**src/hdl/branch_pkg.sv**
```systemverilog
package branch_pkg;

    // Core sizing
    localparam int unsigned num_tags      = 4;
    localparam int unsigned arch_regs     = 8;
    localparam int unsigned phys_regs     = 16;
    localparam int unsigned rob_entries   = 16;
    localparam int unsigned repair_cycles = 3;

    // Derived index widths
    localparam int unsigned tag_bits   = $clog2(num_tags);
    localparam int unsigned phys_bits  = $clog2(phys_regs);
    localparam int unsigned rob_bits   = $clog2(rob_entries);
    localparam int unsigned timer_bits = $clog2(repair_cycles + 1);

    typedef logic [31:0]               addr_t;
    typedef logic [num_tags-1:0]       b_mask_t;
    typedef logic [tag_bits-1:0]       tag_t;
    typedef logic [phys_bits-1:0]      phys_idx_t;
    typedef logic [rob_bits-1:0]       rob_idx_t;
    typedef phys_idx_t [arch_regs-1:0] map_table_t;
    typedef logic [phys_regs-1:0]      free_list_t;
    typedef logic [timer_bits-1:0]     timer_count_t;

    typedef enum logic {
        state_idle,
        state_repair
    } recovery_state_t;

    // Snapshot sent by dispatch for every branch or jump
    typedef struct packed {
        addr_t      branch_pc;
        addr_t      fallthrough_pc;
        addr_t      predicted_target;
        logic       is_jump;
        rob_idx_t   rob_tail;
        map_table_t map_table;
        free_list_t free_list;
    } ckpt_req_t;

    // Stored entry, depend_mask holds the older unresolved tags
    typedef struct packed {
        logic       valid;
        b_mask_t    depend_mask;
        ckpt_req_t  req;
    } checkpoint_t;

    typedef struct packed {
        tag_t       tag;
        logic       mispredict;
        logic       taken;
        addr_t      target_pc;
    } resolve_t;

    typedef struct packed {
        logic       valid;
        addr_t      pc;
        rob_idx_t   rob_tail;
        map_table_t map_table;
        free_list_t free_list;
    } restore_t;

    typedef struct packed {
        logic       valid;
        logic       is_branch;
        logic       taken;
        addr_t      branch_pc;
        addr_t      target_pc;
    } btb_update_t;

endpackage

```
**src/hdl/checkpoint_stack.sv**
```systemverilog
`timescale 1ns/1ps

module checkpoint_stack (
    input  logic                    clock,
    input  logic                    reset,
    input  logic                    ckpt_valid,
    input  branch_pkg::ckpt_req_t   ckpt_req,
    output logic                    ckpt_ready,
    output branch_pkg::tag_t        alloc_tag,
    output branch_pkg::b_mask_t     branch_mask,
    input  logic                    resolve_valid,
    input  branch_pkg::resolve_t    resolve,
    output logic                    resolve_ready,
    input  branch_pkg::free_list_t  free_list_in,
    input  logic                    recovering,
    output branch_pkg::restore_t    restore_candidate,
    output branch_pkg::btb_update_t btb_update
);

    branch_pkg::checkpoint_t ckpt_q [branch_pkg::num_tags];
    branch_pkg::checkpoint_t ckpt_d [branch_pkg::num_tags];
    branch_pkg::checkpoint_t resolved_ckpt;
    branch_pkg::b_mask_t     resolve_onehot;
    branch_pkg::b_mask_t     squash_mask;
    branch_pkg::b_mask_t     clear_mask;
    branch_pkg::b_mask_t     surviving_mask;

    logic ckpt_fire;
    logic resolve_fire;
    logic resolve_hit;
    logic jump_mismatch;
    logic mispredict;
    logic tag_free;

    // Live tags are simply the valid bits of the entries
    always_comb begin
        for (int i = 0; i < branch_pkg::num_tags; i++) begin
            branch_mask[i] = ckpt_q[i].valid;
        end
    end

    // Lowest free tag wins, scan from the top so the last hit is the lowest
    always_comb begin
        alloc_tag = '0;
        tag_free  = 1'b0;
        for (int i = branch_pkg::num_tags - 1; i >= 0; i--) begin
            if (!branch_mask[i]) begin
                alloc_tag = branch_pkg::tag_t'(i);
                tag_free  = 1'b1;
            end
        end
    end

    assign ckpt_ready    = tag_free && !recovering;
    assign resolve_ready = !recovering;
    assign ckpt_fire     = ckpt_valid && ckpt_ready;
    assign resolve_fire  = resolve_valid && resolve_ready;

    // Resolves for dead tags are taken but have no effect
    assign resolved_ckpt = ckpt_q[resolve.tag];
    assign resolve_hit   = resolve_fire && branch_mask[resolve.tag];

    // Jumps are judged on the target alone, branches on the reported outcome
    assign jump_mismatch = resolved_ckpt.req.is_jump &&
                           (resolve.target_pc != resolved_ckpt.req.predicted_target);
    assign mispredict    = resolve_hit &&
                           (resolved_ckpt.req.is_jump ? jump_mismatch : resolve.mispredict);

    // Squash covers the tag itself and every checkpoint that depends on it
    always_comb begin
        resolve_onehot = '0;
        squash_mask    = '0;
        clear_mask     = '0;
        if (resolve_hit) begin
            resolve_onehot[resolve.tag] = 1'b1;
            if (mispredict) begin
                squash_mask = resolve_onehot;
                for (int i = 0; i < branch_pkg::num_tags; i++) begin
                    if (ckpt_q[i].valid && ckpt_q[i].depend_mask[resolve.tag]) begin
                        squash_mask[i] = 1'b1;
                    end
                end
            end else begin
                clear_mask = resolve_onehot;
            end
        end
    end

    // Mask a new checkpoint sees once this cycle's resolve has acted
    assign surviving_mask = branch_mask & ~squash_mask & ~clear_mask;

    always_comb begin
        for (int i = 0; i < branch_pkg::num_tags; i++) begin
            ckpt_d[i] = ckpt_q[i];
            if (squash_mask[i] || clear_mask[i]) begin
                ckpt_d[i].valid       = 1'b0;
                ckpt_d[i].depend_mask = '0;
            end else if (ckpt_q[i].valid) begin
                ckpt_d[i].depend_mask   = ckpt_q[i].depend_mask & ~clear_mask;
                // Registers retired since the snapshot are free after a restore too
                ckpt_d[i].req.free_list = ckpt_q[i].req.free_list | free_list_in;
            end

            // A checkpoint dispatched alongside a mispredict is on the wrong path,
            // so the handshake completes but nothing is stored
            if (ckpt_fire && !mispredict && (alloc_tag == branch_pkg::tag_t'(i))) begin
                ckpt_d[i].valid       = 1'b1;
                ckpt_d[i].depend_mask = surviving_mask;
                ckpt_d[i].req         = ckpt_req;
            end
        end
    end

    // Restore candidate, the FSM registers it
    always_comb begin
        restore_candidate.valid     = mispredict;
        restore_candidate.pc        = resolved_ckpt.req.fallthrough_pc;
        restore_candidate.rob_tail  = resolved_ckpt.req.rob_tail;
        restore_candidate.map_table = resolved_ckpt.req.map_table;
        restore_candidate.free_list = resolved_ckpt.req.free_list | free_list_in;
        if (resolved_ckpt.req.is_jump || resolve.taken) begin
            restore_candidate.pc = resolve.target_pc;
        end
    end

    always_ff @(posedge clock) begin
        if (reset) begin
            for (int i = 0; i < branch_pkg::num_tags; i++) begin
                ckpt_q[i].valid       <= 1'b0;
                ckpt_q[i].depend_mask <= '0;
            end
        end else begin
            for (int i = 0; i < branch_pkg::num_tags; i++) begin
                ckpt_q[i] <= ckpt_d[i];
            end
        end
    end

    // Predictor update one cycle after every live resolve
    always_ff @(posedge clock) begin
        if (reset) begin
            btb_update.valid <= 1'b0;
        end else begin
            btb_update.valid <= resolve_hit;
            if (resolve_hit) begin
                btb_update.is_branch <= !resolved_ckpt.req.is_jump;
                btb_update.taken     <= resolved_ckpt.req.is_jump || resolve.taken;
                btb_update.branch_pc <= resolved_ckpt.req.branch_pc;
                btb_update.target_pc <= resolve.target_pc;
            end
        end
    end

endmodule

```
**src/hdl/recovery_fsm.sv**
```systemverilog
`timescale 1ns/1ps

module recovery_fsm (
    input  logic                 clock,
    input  logic                 reset,
    input  branch_pkg::restore_t restore_candidate,
    input  logic                 timer_done,
    output logic                 timer_start,
    output branch_pkg::restore_t restore,
    output logic                 recovering
);

    branch_pkg::recovery_state_t state;
    branch_pkg::recovery_state_t state_next;

    // A candidate only starts a repair from idle
    assign timer_start = (state == branch_pkg::state_idle) && restore_candidate.valid;

    always_comb begin
        state_next = state;
        case (state)
            branch_pkg::state_idle: begin
                if (timer_start) begin
                    state_next = branch_pkg::state_repair;
                end
            end
            branch_pkg::state_repair: begin
                if (timer_done) begin
                    state_next = branch_pkg::state_idle;
                end
            end
            default: begin
                state_next = branch_pkg::state_idle;
            end
        endcase
    end

    always_ff @(posedge clock) begin
        if (reset) begin
            state <= branch_pkg::state_idle;
        end else begin
            state <= state_next;
        end
    end

    // Restore packet is valid for the single cycle after acceptance
    always_ff @(posedge clock) begin
        if (reset) begin
            restore.valid <= 1'b0;
        end else if (timer_start) begin
            restore <= restore_candidate;
        end else begin
            restore.valid <= 1'b0;
        end
    end

    // Repair state spans the restore cycle and the stall that follows
    assign recovering = (state == branch_pkg::state_repair);

endmodule

```
**src/hdl/repair_timer.sv**
```systemverilog
`timescale 1ns/1ps

module repair_timer (
    input  logic clock,
    input  logic reset,
    input  logic start,
    output logic done
);

    branch_pkg::timer_count_t count;
    logic                     active;

    always_ff @(posedge clock) begin
        if (reset) begin
            count  <= '0;
            active <= 1'b0;
        end else if (start) begin
            count  <= branch_pkg::timer_count_t'(branch_pkg::repair_cycles - 1);
            active <= 1'b1;
        end else if (active) begin
            if (count == '0) begin
                active <= 1'b0;
            end else begin
                count <= count - 1'b1;
            end
        end
    end

    // High in the last repair cycle only
    assign done = active && (count == '0);

endmodule

```
**src/hdl/branch_recovery_top.sv**
```systemverilog
`timescale 1ns/1ps

module branch_recovery_top (
    input  logic                    clock,
    input  logic                    reset,

    // Dispatch side
    input  logic                    ckpt_valid,
    input  branch_pkg::ckpt_req_t   ckpt_req,
    output logic                    ckpt_ready,
    output branch_pkg::tag_t        alloc_tag,
    output branch_pkg::b_mask_t     branch_mask,

    // Branch resolution
    input  logic                    resolve_valid,
    input  branch_pkg::resolve_t    resolve,
    output logic                    resolve_ready,

    // Retirement frees
    input  branch_pkg::free_list_t  free_list_in,

    // Recovery and predictor outputs
    output branch_pkg::restore_t    restore,
    output logic                    recovering,
    output branch_pkg::btb_update_t btb_update
);

    branch_pkg::restore_t restore_candidate;
    logic                 timer_start;
    logic                 timer_done;

    checkpoint_stack checkpoint_stack_inst (
        .clock             (clock),
        .reset             (reset),
        .ckpt_valid        (ckpt_valid),
        .ckpt_req          (ckpt_req),
        .ckpt_ready        (ckpt_ready),
        .alloc_tag         (alloc_tag),
        .branch_mask       (branch_mask),
        .resolve_valid     (resolve_valid),
        .resolve           (resolve),
        .resolve_ready     (resolve_ready),
        .free_list_in      (free_list_in),
        .recovering        (recovering),
        .restore_candidate (restore_candidate),
        .btb_update        (btb_update)
    );

    // Registers the restore and holds the stall
    recovery_fsm recovery_fsm_inst (
        .clock             (clock),
        .reset             (reset),
        .restore_candidate (restore_candidate),
        .timer_done        (timer_done),
        .timer_start       (timer_start),
        .restore           (restore),
        .recovering        (recovering)
    );

    repair_timer repair_timer_inst (
        .clock (clock),
        .reset (reset),
        .start (timer_start),
        .done  (timer_done)
    );

endmodule

```
**config.mk**
```make
export PLATFORM = sky130hd
export DESIGN_NAME = branch_recovery_top
export DESIGN_NICKNAME = d
export VERILOG_FILES = /design/src/hdl/branch_pkg.sv /design/src/hdl/checkpoint_stack.sv /design/src/hdl/recovery_fsm.sv /design/src/hdl/repair_timer.sv /design/src/hdl/branch_recovery_top.sv
export SDC_FILE = /design/constraint.sdc
export NUM_CORES = 1
export LEC_CHECK = 0
export BUFFER_PORTS_ARGS = -buffer_cell sky130_fd_sc_hd__buf_2
export CORE_MARGIN = 3
export CORE_UTILIZATION = 59
export DETAILED_ROUTE_END_ITERATION = 8
export GPL_TIMING_DRIVEN = 0
export PLACE_DENSITY = 0.79
export SYNTH_ARGS = -nofsm -noshare
export SYNTH_HDL_FRONTEND = slang
export SYNTH_HIERARCHICAL = 1
export SYNTH_SLANG_ARGS = --single-unit
```
**constraint.sdc**
```tcl
create_clock -name clock -period 9.6 [get_ports clock]
set_input_delay 2.4 -clock clock [delete_from_list [all_inputs] [get_ports clock]]
set_output_delay 2.4 -clock clock [all_outputs]
set_load 0.01 [all_outputs]
```
; Word-level counts from Yosys, hierarchy flattened
; Memory sizes are Yosys's and may differ from the RTL's.
; Cells that the tools add are included.
[word_totals]
wordCells = 156
out_inout_bits = 161
memories = 1
ramBits = 616
ff_bits = 156
[classes]
add_sub_neg = 1
n_reduce_logical = 35
eq_ne = 5
n_lt_le_gt_ge = 2
bitwise = 21
n_mux = 70
[mem_list]
columns = memory, depth, word_bits, rd, rd_clocked_by_memory_dff, wr, line
row1 = checkpoint_stack_inst.ckpt_q, 4, 154, 5, 0, 4, checkpoint_stack.sv:20  ; branch_pkg::checkpoint_t ckpt_q [branch_pkg::num_tags];
[op_table]
columns = cell, count
row1 = $mux W154, 4
row2 = $mux W16, 8
row3 = $or A16 B16 Y16, 5
row4 = $mux W4, 12
row5 = $mux W32, 1
row6 = $ne A32 B32 Y1, 1
row7 = $mux W1, 27
row8 = $and A4 B4 Y4, 6
row9 = $mux W5, 4
row10 = $logic_and A1 B1 Y1, 18
row11 = $mux W2, 7
row12 = $bmux W1 S2, 5
row13 = $not A4 Y4, 2
row14 = $reduce_and A2 Y1, 4
row15 = $logic_or A1 B1 Y1, 5
row16 = $eq A2 B2 Y1 const B, 2
row17 = $logic_not A2 Y1, 2
row18 = $not A1 Y1, 4
row19 = $or A1 B1 Y1, 4
row20 = $reduce_or A2 Y1, 2
row21 = $logic_not A1 Y1, 3
row22 = $lt A2 B3 Y1 const B, 1
row23 = $demux W1 S2, 1
row24 = $eq A2 B1 Y1 const B, 1
row25 = 5 further kinds, 5

; Depth between registers and ports, before layout
; An unclocked memory read counts as a cell.
[depth]
ltp_word = 13
ltp_mapped = 16
mapped_depth_nobuf = 11

; By module
; Netlist, hierarchy kept.
[modules_own_cells]
columns = mod, n_inst, area_per_inst_um2, cells_each
row1 = checkpoint_stack, 1, 29565.9, 1812
row2 = recovery_fsm, 1, 2597.5, 92
row3 = repair_timer, 1, 118.9, 13

; Worst setup path after synthesis
; No wires, ideal clock.
[synth_timing]
path_type = register to register
from = mem checkpoint_stack_inst/ckpt_q[3][57] (netlist bit)
to = mem checkpoint_stack_inst/ckpt_q[3][141] (netlist bit) (data pin)
period_less_slack_ns = 6.669
arrival_ns = 6.509
t_required_ns = 9.440
path_buffers = 1
stages_incl_launch_ff = 10
path_slack_ns = 2.931
setup_time_ns = 0.160
cell_sequence = edfxtp_1 mux4_2 xnor2_1 o311ai_0 or4_1 nor4_2 a21oi_1 nor2_2 clkbuf_1 and2_1
[synth_rtl]
columns = element, line
row1 = from (decl), checkpoint_stack.sv:20

==> impl_results.md <==
* Status: finished, final reports clean
* Hold Slack at 471 ps
* Yosys warning total at 6
* Total GRT Usage at 0.284
* Delay-heaviest family, CP: compound AO/OA/AOI/OAI gates
* Clk root buf: clkbuf_16
* Slowest CP cell: o31ai_2
* Worst Setup End Kind: flip-flop
* CTS tree: yes
* Total gr overflow at 0
* Most common cell after layout, fill and taps aside: edfxtp_1
* Final ANT Viol Nets at 0
* Drt total wl at 81500 um
* Port Buf Inserts at 364
* Reg-to-reg startpoint: checkpoint_stack_inst/ckpt_q[1][75]
* Die height at 240 um
* Critical path fanouts, max at 16
* Post-synth top area cell: edfxtp_1
* Worst path required time at 9840 ps
* CORE AREA at around 54000 sq um
* GRT Max-Usage Layer: met2
* Final hold violation count at 0
* Mapped Nets at 2122
* Worst-path clk slew at 60 ps
* GR Util met3 at 0.0614
* Most frequent cells in the layout: edfxtp_1, and2_1, buf_2
* Synth-to-layout area growth at 17.2%
* Peak VDD IR at 0.159 mV
* Seq/Total Area, Yosys at 0.710
* Post-Syn Instances at 1917
* Setup crit start kind: input port
* Async SR Flop Fraction at 0
* Final worst-path cycle share at 0.813
* Post-synthesis cell area at 32300 sq um
* Routability Congestion at 0.868
* Pwr/cell area at 196 nW/um^2
* Unrepaired setup endpoints after global routing: no
* Starting Density at 0.598
* Overall power at between 7 and 8 mW
* Worst slew pin tran at 1070 ps
* CP startpoint: resolve[35]
* Vias at roughly 19000
* Fraction of layout instances using a drive strength above 1 at 0.311
* Xor/xnor cell area share of the yosys netlist at 0.00787
* Dpl hpwl at around 53000 um
* Period minus WS final at just under 8000 ps
* Crit Path Category: in -> reg
* Yosys reg bits at 768
* Fillers at between 3000 and 4000
* Largest cells by area after synthesis: edfxtp_1, mux4_2, and2_1
* Clock Skew at 29.1 ps
* DP Worst Slack at 1150 ps
* Clk sink count at roughly 770
* Finish-stage setup viols at 0
* Post-Synth Adder-Cell Area at 0
* Antenna violations before repair at 19
* CP cell instances: buf_2 > buf_2 > buf_2 > mux4_2 > xor2_1 > nor4_1 > o2111ai_1 > or2_1 > o31ai_2 > buf_2 > buf_2 > a21o_1
* Mean Syn Cell Area at 16.8 sq um
* Hold Startpoint: checkpoint_stack_inst/ckpt_q[3][149]
* Vias in the first global route at 19256
* Slew HR at 0.286
* Initial DRC count at 2003
* Compound-Gate Fraction of Synth Area at 0.0292
* Buf/Inv on CP at 5
* Simple-gate share of the synthesized area at 0.110
* # IOs at 366
* Post-synth EDFFs at roughly 760
* Die Width at 240 um
* Die area at ~58000 sq um
* First drt pass iteration count at 6
* Met1 Usage GRT at 0.399
* Drt wl/cell at 25.9 um
* Final #Nets at roughly 2600
* CTS buffer count at roughly 80
* Grt met2 use at 0.453
* Register-to-register setup slack at 4130 ps
* Final worst slack at 1800 ps
* Yosys top cell area share at 0.702
* Vias per cell at 6.03
* Row count at between 80 and 90
* Top_reg_cell synth: edfxtp_1
* Worst hold path class: reg -> reg
* Fmax at around 130 MHz
* Fin. max-slew vios at 0
* Multiplexer area fraction after synthesis at 0.117
* CTS resizes at 0
* Post-CTS setup buffer count at 0
* # H-tree levels at 3
* Deepest clock path buffer count at 3
* Largest family of logic cells by synthesized area: multiplexers
* Slowest stage delay, CP at slightly above 900 ps
* First-pass GRT wire length at 120000 um
* Largest net degree at the start of global routing at 96
* Post-synth cell types at 68
* Critical Path AT at 8040 ps
* Setup TNS at 0 ps
* Hold Buf Count CTS at 0
* Max_cap viols at 0
* Cell with the most instances on the worst path: buf_2
* Pleak at 13.0 nW
* # DRC at 0
* Clock latency on the worst-skew pair at 630 ps
-- flip-flops by register name, indices dropped and copies added (netlist names) --
register and cells:
checkpoint_stack_inst/btb_update 67, checkpoint_stack_inst/ckpt_q 612, recovery_fsm_inst/recovering 1, recovery_fsm_inst/restore 85, repair_timer_inst/active 1, repair_timer_inst/count 2
-- cell families after synthesis --
kind of cell | after synthesis
compound gates | 135
xor+xnor | 29
buf+inv | 161
flops | 768
mux | 195
simple gates | 629
-- metal layers --
layer,vias up,wire [um]
met5,-,73
met4,12,2300
met3,176,8410
met2,1031,39400
met1,9561,31400
li1,8188,-
-- worst paths after layout --
kind	end	depth (start not counted)
max reg2reg	checkpoint_stack_inst/ckpt_q[2][15]	9
max	checkpoint_stack_inst/ckpt_q[2][15]	12
min	checkpoint_stack_inst/ckpt_q[3][149]	2
min reg2reg	checkpoint_stack_inst/ckpt_q[3][149]	2
-- cell type report --
| type | count | area, sq um | share of cell area |
|---|---|---|---|
| Clock buffer | 100 | 2080 | 0.0549 |
| Multi-Input combinational cell | 988 | 8550 | 0.226 |
| Sequential cell | 768 | 22900 | 0.606 |
| Tap cell | 696 | 871 | 0.0230 |
| Timing Repair Buffer | 375 | 2070 | 0.0548 |
| Inverter | 16 | 67.6 | 0.00179 |
| Clock inverter | 45 | 454 | 0.0120 |
| Antenna cell | 14 | 35.0 | 0.000926 |
| Buffer | 145 | 787 | 0.0208 |
-- worst min-delay path, stage by stage, from the launching register on --
cell and delay, ps:
dfxtp_1 310, o31ai_1 60, o2bb2ai_1 60
-- cell usage after synthesis (all sizes together), types with 2 or more instances --
library cell	n
a211o	2
mux4	142
a21oi	25
dfxtp	13
nand3b	3
inv	16
a31oi	3
nor2	98
o2bb2ai	3
nand3	8
xnor2	23
buf	78
and3	4
mux2	35
a22o	3
nor3	31
mux2i	18
nand2b	5
o211ai	3
edfxtp	755
a2bb2oi	2
a21o	5
o21ai	26
a211oi	35
or2	18
nand2	48
nand4	5
clkbuf	67
or4	2
xor2	6
a22oi	2
nor4	3
o2111ai	2
o21a	3
o31ai	5
o31a	2
and2	400
a32o	2
-- report_power, final --
group	total [mW]	leakage [nW]	switching (mW)	internal [mW]
clock	3.03	1.21	1.29	1.73
combinational	0.545	5.10	0.323	0.221
sequential	3.84	6.71	0.0360	3.80
total	7.41	13.0	1.65	5.76
-- metrics by stage --
| step | cells | utilization | instance area (sq um) |
|---|---|---|---|
| after floorplan | 1917 | - | 32300 |
| after global placement | 2977 | 0.647 | 35000 |
| after detailed placement | 2988 | 0.653 | 35300 |
| after CTS | 3133 | 0.700 | 37800 |
| after global routing | 3141 | 0.700 | 37800 |
| final | 3147 | 0.700 | 37800 |
Power figures use the tool's default switching activity.
